**src/hdl/alu_pkg.sv**
```systemverilog
package alu_pkg;

        ////////////////////////////////////////
        // opcode encoding
        ////////////////////////////////////////

        localparam int op_width = 4;            // opcode bits on req_op

        // bit 3 inverts a, bit 2 inverts b
        typedef enum logic [op_width-1:0] {
                op_and = 4'b0000,               // bitwise and
                op_or  = 4'b0001,               // bitwise or
                op_add = 4'b0010,               // two's complement add
                op_sub = 4'b0110,               // src1 - src2
                op_slt = 4'b0111,               // signed set on less than
                op_nor = 4'b1100                // ~(src1 | src2)
        } alu_op_e;

        ////////////////////////////////////////
        // flags carried with every result
        ////////////////////////////////////////

        // packed as {overflow, cout, zero}, zero in bit 0
        localparam int flag_count = 3;

endpackage

```
**src/hdl/alu_execute.sv**
```systemverilog
`timescale 1ns/1ns

module alu_execute #(
        parameter int data_width = 32
) (
        input  logic                           clk,
        input  logic                           rst_n,
        input  logic                           req_valid,      // one request per cycle max
        input  alu_pkg::alu_op_e               req_op,
        input  logic [data_width-1:0]          req_src1,
        input  logic [data_width-1:0]          req_src2,
        output logic                           push,           // result register holds a new entry
        output logic [data_width-1:0]          push_result,
        output logic [alu_pkg::flag_count-1:0] push_flags      // {overflow, cout, zero}
);

        typedef enum logic [1:0] {
                sel_and,                        // a & b per bit
                sel_or,                         // a | b per bit
                sel_sum,                        // full adder sum
                sel_less                        // slt bit into bit 0
        } sel_e;

        logic                  a_invert;        // flip src1 before the slices
        logic                  b_invert;        // flip src2 before the slices
        logic                  carry_in;        // +1 for sub and slt
        sel_e                  sel;
        logic                  op_known;        // opcode decoded to a real op
        logic                  arith_op;        // add, sub, slt drive cout
        logic                  ovf_op;          // add, sub drive overflow
        logic [data_width:0]   carry;           // ripple chain, carry[0] is carry in
        logic [data_width-1:0] sum;
        logic [data_width-1:0] slice_result;
        logic                  ovf_raw;         // signed overflow of the adder
        logic                  set_bit;         // true signed a < b
        logic [data_width-1:0] result_q;
        logic                  cout_q;
        logic                  ovf_q;

        ////////////////////////////////////////
        // opcode decode
        ////////////////////////////////////////

        always_comb begin
                a_invert = 1'b0;
                b_invert = 1'b0;
                carry_in = 1'b0;
                sel      = sel_and;
                op_known = 1'b1;
                arith_op = 1'b0;
                ovf_op   = 1'b0;
                case (req_op)
                        alu_pkg::op_and: sel = sel_and;
                        alu_pkg::op_or:  sel = sel_or;
                        alu_pkg::op_add: begin
                                sel      = sel_sum;
                                arith_op = 1'b1;
                                ovf_op   = 1'b1;
                        end
                        alu_pkg::op_sub: begin
                                b_invert = 1'b1;        // a + ~b + 1
                                carry_in = 1'b1;
                                sel      = sel_sum;
                                arith_op = 1'b1;
                                ovf_op   = 1'b1;
                        end
                        alu_pkg::op_slt: begin
                                b_invert = 1'b1;        // same subtract, only the sign is kept
                                carry_in = 1'b1;
                                sel      = sel_less;
                                arith_op = 1'b1;
                        end
                        alu_pkg::op_nor: begin
                                a_invert = 1'b1;        // ~a & ~b
                                b_invert = 1'b1;
                                sel      = sel_and;
                        end
                        default: op_known = 1'b0;       // result forced to 0 below
                endcase
        end

        ////////////////////////////////////////
        // ripple carry slices
        ////////////////////////////////////////

        assign carry[0] = carry_in;
        assign ovf_raw  = carry[data_width] ^ carry[data_width-1];     // carry into vs out of msb
        assign set_bit  = sum[data_width-1] ^ ovf_raw;  // sign corrected for overflow

        for (genvar i = 0; i < data_width; i++) begin : g_slice
                logic a_bit;
                logic b_bit;
                logic less_bit;

                assign a_bit        = req_src1[i] ^ a_invert;
                assign b_bit        = req_src2[i] ^ b_invert;
                assign less_bit     = (i == 0) ? set_bit : 1'b0;  // slt is zero extended
                assign sum[i]       = a_bit ^ b_bit ^ carry[i];
                assign carry[i+1]   = (a_bit & b_bit) | (carry[i] & (a_bit ^ b_bit));
                assign slice_result[i] = (sel == sel_and) ? (a_bit & b_bit) :
                                         (sel == sel_or)  ? (a_bit | b_bit) :
                                         (sel == sel_sum) ? sum[i] : less_bit;
        end

        ////////////////////////////////////////
        // result register
        ////////////////////////////////////////

        always_ff @(posedge clk or negedge rst_n) begin
                if (!rst_n) begin
                        push <= 1'b0;
                end else begin
                        push <= req_valid;      // fixed one cycle latency
                end
        end

        always_ff @(posedge clk) begin
                if (req_valid) begin
                        result_q <= op_known ? slice_result : '0;
                        cout_q   <= arith_op & carry[data_width];
                        ovf_q    <= ovf_op & ovf_raw;
                end
        end

        assign push_result = result_q;
        assign push_flags  = {ovf_q, cout_q, ~|result_q};     // zero from the registered word

endmodule

```
**src/hdl/alu_output_stage.sv**
```systemverilog
`timescale 1ns/1ns

module alu_output_stage #(
        parameter int data_width   = 32,
        parameter int credit_width = 4
) (
        input  logic                           clk,
        input  logic                           rst_n,
        input  logic                           out_credit,     // sink grants one more result
        input  logic                           empty,
        input  logic [data_width-1:0]          head_result,
        input  logic [alu_pkg::flag_count-1:0] head_flags,     // {overflow, cout, zero}
        output logic                           pop,
        output logic                           out_valid,
        output logic [data_width-1:0]          out_result,
        output logic                           out_zero,
        output logic                           out_cout,
        output logic                           out_overflow
);

        logic [credit_width-1:0] credit_cnt;    // sink credits not yet spent

        ////////////////////////////////////////
        // sink credits and pop decision
        ////////////////////////////////////////

        assign pop = !empty && (credit_cnt != '0);

        always_ff @(posedge clk or negedge rst_n) begin
                if (!rst_n) begin
                        credit_cnt <= '0;
                end else begin
                        case ({out_credit, pop})
                                2'b10:   credit_cnt <= credit_cnt + 1'b1;
                                2'b01:   credit_cnt <= credit_cnt - 1'b1;
                                default: credit_cnt <= credit_cnt;     // grant and spend cancel
                        endcase
                end
        end

        ////////////////////////////////////////
        // output registers
        ////////////////////////////////////////

        always_ff @(posedge clk or negedge rst_n) begin
                if (!rst_n) begin
                        out_valid <= 1'b0;
                end else begin
                        out_valid <= pop;       // one cycle per result
                end
        end

        always_ff @(posedge clk) begin
                if (pop) begin
                        out_result   <= head_result;
                        out_zero     <= head_flags[0];
                        out_cout     <= head_flags[1];
                        out_overflow <= head_flags[2];
                end
        end

endmodule

```
**src/hdl/alu_result_fifo.sv**
```systemverilog
`timescale 1ns/1ns

module alu_result_fifo #(
        parameter int data_width = 32,
        parameter int fifo_depth = 4
) (
        input  logic                           clk,
        input  logic                           rst_n,
        input  logic                           push,           // write at this edge
        input  logic [data_width-1:0]          push_result,
        input  logic [alu_pkg::flag_count-1:0] push_flags,
        input  logic                           pop,            // head leaves at this edge
        output logic                           empty,
        output logic [data_width-1:0]          head_result,
        output logic [alu_pkg::flag_count-1:0] head_flags,
        output logic                           in_credit       // one source credit back per pop
);

        localparam int ptr_width   = (fifo_depth > 1) ? $clog2(fifo_depth) : 1;
        localparam int count_width = $clog2(fifo_depth + 1);

        logic [data_width-1:0]          mem_result [fifo_depth];
        logic [alu_pkg::flag_count-1:0] mem_flags  [fifo_depth];
        logic [ptr_width-1:0]           wr_ptr;
        logic [ptr_width-1:0]           rd_ptr;
        logic [count_width-1:0]         count;          // entries held, never above fifo_depth

        ////////////////////////////////////////
        // storage
        ////////////////////////////////////////

        always_ff @(posedge clk) begin
                if (push) begin
                        mem_result[wr_ptr] <= push_result;
                        mem_flags[wr_ptr]  <= push_flags;
                end
        end

        assign head_result = mem_result[rd_ptr];
        assign head_flags  = mem_flags[rd_ptr];
        assign empty       = (count == '0);

        ////////////////////////////////////////
        // pointers, occupancy, credit return
        ////////////////////////////////////////

        always_ff @(posedge clk or negedge rst_n) begin
                if (!rst_n) begin
                        wr_ptr    <= '0;
                        rd_ptr    <= '0;
                        count     <= '0;
                        in_credit <= 1'b0;
                end else begin
                        if (push) begin
                                // wrap by compare, depth need not be a power of two
                                wr_ptr <= (wr_ptr == ptr_width'(fifo_depth - 1)) ? '0 : wr_ptr + 1'b1;
                        end
                        if (pop) begin
                                rd_ptr <= (rd_ptr == ptr_width'(fifo_depth - 1)) ? '0 : rd_ptr + 1'b1;
                        end
                        case ({push, pop})
                                2'b10:   count <= count + 1'b1;
                                2'b01:   count <= count - 1'b1;
                                default: count <= count;        // both or neither
                        endcase
                        in_credit <= pop;       // pulse follows the departing entry
                end
        end

endmodule

```
**src/hdl/alu_top.sv**
```systemverilog
`timescale 1ns/1ns

module alu_top #(
        parameter int data_width   = 32,
        parameter int fifo_depth   = 4,        // also the source's starting credits
        parameter int credit_width = 4
) (
        input  logic                  clk,
        input  logic                  rst_n,
        // source side
        input  logic                  req_valid,
        input  alu_pkg::alu_op_e      req_op,
        input  logic [data_width-1:0] req_src1,
        input  logic [data_width-1:0] req_src2,
        output logic                  in_credit,
        // sink side
        output logic                  out_valid,
        output logic [data_width-1:0] out_result,
        output logic                  out_zero,
        output logic                  out_cout,
        output logic                  out_overflow,
        input  logic                  out_credit
);

        logic                           push;           // execute -> fifo
        logic [data_width-1:0]          push_result;
        logic [alu_pkg::flag_count-1:0] push_flags;
        logic                           pop;            // output stage -> fifo
        logic                           empty;
        logic [data_width-1:0]          head_result;
        logic [alu_pkg::flag_count-1:0] head_flags;

        ////////////////////////////////////////
        // execute, buffer, output
        ////////////////////////////////////////

        alu_execute #(
                .data_width (data_width)
        ) u_execute (
                .clk         (clk),
                .rst_n       (rst_n),
                .req_valid   (req_valid),
                .req_op      (req_op),
                .req_src1    (req_src1),
                .req_src2    (req_src2),
                .push        (push),
                .push_result (push_result),
                .push_flags  (push_flags)
        );

        alu_result_fifo #(
                .data_width (data_width),
                .fifo_depth (fifo_depth)
        ) u_fifo (
                .clk         (clk),
                .rst_n       (rst_n),
                .push        (push),
                .push_result (push_result),
                .push_flags  (push_flags),
                .pop         (pop),
                .empty       (empty),
                .head_result (head_result),
                .head_flags  (head_flags),
                .in_credit   (in_credit)
        );

        alu_output_stage #(
                .data_width   (data_width),
                .credit_width (credit_width)
        ) u_output (
                .clk          (clk),
                .rst_n        (rst_n),
                .out_credit   (out_credit),
                .empty        (empty),
                .head_result  (head_result),
                .head_flags   (head_flags),
                .pop          (pop),
                .out_valid    (out_valid),
                .out_result   (out_result),
                .out_zero     (out_zero),
                .out_cout     (out_cout),
                .out_overflow (out_overflow)
        );

endmodule

```
**config.mk**
```make
export PLATFORM = sky130hd
export DESIGN_NAME = alu_top
export DESIGN_NICKNAME = d
export VERILOG_FILES = /design/src/hdl/alu_pkg.sv /design/src/hdl/alu_execute.sv /design/src/hdl/alu_output_stage.sv /design/src/hdl/alu_result_fifo.sv /design/src/hdl/alu_top.sv
export SDC_FILE = /design/constraint.sdc
export NUM_CORES = 1
export LEC_CHECK = 0
export ABC_AREA = 1
export BUFFER_PORTS_ARGS = -buffer_cell sky130_fd_sc_hd__buf_2
export CORE_ASPECT_RATIO = 1.5
export CORE_MARGIN = 2
export CORE_UTILIZATION = 56
export DETAILED_ROUTE_END_ITERATION = 10
export MAX_ROUTING_LAYER = met4
export PLACE_DENSITY_LB_ADDON = 0.2
export SETUP_SLACK_MARGIN = 0.2
export SLEW_MARGIN = 5
export SYNTH_ARGS = -nofsm -noshare
export SYNTH_HDL_FRONTEND = slang
export SYNTH_HIERARCHICAL = 1
export SYNTH_SLANG_ARGS = --single-unit
```
**constraint.sdc**
```tcl
create_clock -name clk -period 5.4 [get_ports clk]
set_input_delay 1.08 -clock clk [delete_from_list [all_inputs] [get_ports clk]]
set_output_delay 1.08 -clock clk [all_outputs]
set_load 0.005 [all_outputs]
```
==> qor.txt <==
Status: finished, violations left
Failing checks: negative setup slack
Antenna cells: 0
Die area: 23400 µm²
Vias in the first global route: 7334
Final Hold Fails: 0
CTS buffer count: 19
Peak Freq: 84.7 MHz
Total gr overflow: 0
DRC viols: 0
Post-DP Area: 13700 µm²
Type of origin of the critical path: input pin
Setup TNS: -84.25 ns
Pleak: 0.00636 µW
DP Wirelength: 14600 µm
Distinct cells, synth: 35
Routed wire length per instance: 14.3 µm
Port buffer count: 108
R2R setup slack: 3.04 ns
Average size of a mapped cell: 11.3 µm²
CTS clock-pin slew for the worst setup and hold paths: 0.07 ns
Synthesized instance count: 1096
Via count: 7626
Hold-fix buffers, CTS: 0
Slew of the pin with the lowest slew margin: 0.950 ns
Cell row count: 66
Worst slack, placed: -6.93 ns
Max-slew headroom: 36.7%
Via/cell ratio: 4.91
Cell family with most CP delay: adder cells
Worst Skew: 0.0111 ns
CTS Sinks: 223
Maxcap violations: 0
Setup crit end kind: register
PwrDens: 397 nW/µm²
Starting DRC count in detailed routing: 289
Final Non-Filler Cells: 1553
Area grow syn2layout: 16.4%
Crit path top cell by count: fa_2
Largest area contributor in the netlist: edfxtp_1
Top sig layer: met4
Synth Register Bits: 223
Sequential share of the synthesized area: 53.4%
Final WS setup: -6.41 ns
Crit path buffers/inverters: 8
Met2 Routed Length: 12100 µm
Critical path depth in cells: 47
Tcrit/Tclk final: 219%
Worst-Skew Late Latency: 0.48 ns
Core Box Area: 21700 µm²
Placer Congestion: 0.810
Slowest cell on crit path: fa_2
# setup viols final: 24
CP peak stage delay: 0.52 ns
Critical Path Fanout Max: 4
Overall global routing resource usage: 19.3%
Share of cells above drive strength 1: 31.1%
Arrival time worst endpoint: 12.14 ns
CTS root buf: clkbuf_16
Yosys warnings: 6
Final Instance Area: 14400 µm²
Top cell type's share of synthesized area: 50.6%
Die height: 186 µm
Die X: 126 µm
First-pass GRT wire length: 35600 µm
Max Slew Vio Count: 0
Initial antenna violation count: 0
WP data required: 5.74 ns
I/O pin count: 109
Worst r2r path cells: 5
Largest net degree at the start of global routing: 101
Met1 wire length: 8750 µm
Initial core utilization: 57.1%
Hold crit path type: in2async
CP Class: in2reg
CTS tree: done
Routed length on met3: 901 µm
DRT Pass-1 Iters: 5
Mapped Area: 12400 µm²
DP Cell Count: 1510
Mapped Nets: 1275
CTS max path bufs: 3
Min Tclk post-route: 11.81 ns
Max VDD drop: 0.242 mV
H-tree levels: 1
Synth area leaders: edfxtp_1 51%, ha_1 7.4%, fa_1 5.5%, nand2_1 4.9%, inv_1 4.6%
Unrepaired setup endpoints after global routing: true
Final nets: 1448
Tot Pwr: 5730 µW
Post-route ant nets: 0
Total Wirelength: 22200 µm
[worst paths after layout]
path                                   from                        end
setup / recovery                  req_op[1]  u_execute/push_result[31]
hold / removal                        rst_n            u_fifo/count[2]
setup reg to reg           u_fifo/rd_ptr[0]    u_output/out_result[31]
hold reg to reg             u_execute/ovf_q     u_fifo/mem_flags[1][2]
max in group asynchronous             rst_n         u_output/out_valid
min in group clk            u_execute/ovf_q     u_fifo/mem_flags[1][2]
[cells in the final DEF (no fill, tap or decap), types with 19 or more instances in the layout]
cell	instances
fa_2	32
nor2_1	69
inv_1	139
ha_1	73
a21oi_1	29
xor2_1	34
nand2_1	162
buf_4	94
xor2_2	31
inv_2	65
clkbuf_16	19
nand3b_1	22
nand3_1	42
o211ai_1	57
edfxtp_1	209
buf_2	107
[routing by layer]
metal | track usage (%) | up-vias
li1 | - | 3869
met1 | 22.0 | 3576
met2 | 35.9 | 158
met3 | 1.69 | 23
met4 | 5.47 | 0
met5 | - | -
[sequential cells by signal (all words and copies together) (netlist names), 2 cells and up]
signal                 flops
u_fifo/mem_flags          12
u_output/credit_cnt        4
u_fifo/wr_ptr              2
u_fifo/rd_ptr              2
u_output/out_result       32
u_execute/push_result     32
u_fifo/mem_result        128
u_fifo/count               3
[area by class of cell]
cell class,instances,area [µm²]
multi-input cells,615,4820
repair buffers,202,1260
well taps,272,340
flip-flops and latches,223,6630
fillers,1672,7270
clock inverters,13,139
clock buffers,20,479
inverters,208,788
[kinds of logic after synthesis]
family          count (synthesis)  synth area share (%)
simple gates                  315                  11.1
compound gates                125                  7.01
fa+ha+maj                     107                  12.8
flops                         223                  53.4
buf+inv                       258                  9.03
xor+xnor                       68                  6.61
[stage by stage]
stage	hold WS [ns]	util, %
detailed placement	0.488	63.0
global placement	0.483	63.0
global route	0.511	66.5
CTS	0.490	66.3
finish	0.490	66.5
floorplan	0.463	-
[cells in the mapped netlist (all sizes together)]
cell	count
a21oi	36
buf	37
clkbuf	13
clkinv	1
dfrtp	14
edfxtp	209
fa	34
ha	73
inv	207
nand2	166
nand3	45
nand3b	22
nand4	5
nor2	74
nor3	3
o211ai	70
o21ai	19
xnor2	3
xor2	65
[power by group]
group          internal (µW)  switching, µW  leakage (µW)
clock                    753            588      0.000288
combinational            667           1150       0.00393
sequential              2430            144       0.00214
[repair_timing]
action,in CTS,in global routing
buffers inserted,7,3
endpoints found under the setup margin,25,25
hold endpoints to repair,0,0
pin swaps,19,13
resized for setup,12,10
No activity file was read; power rests on OpenSTA's default activity.
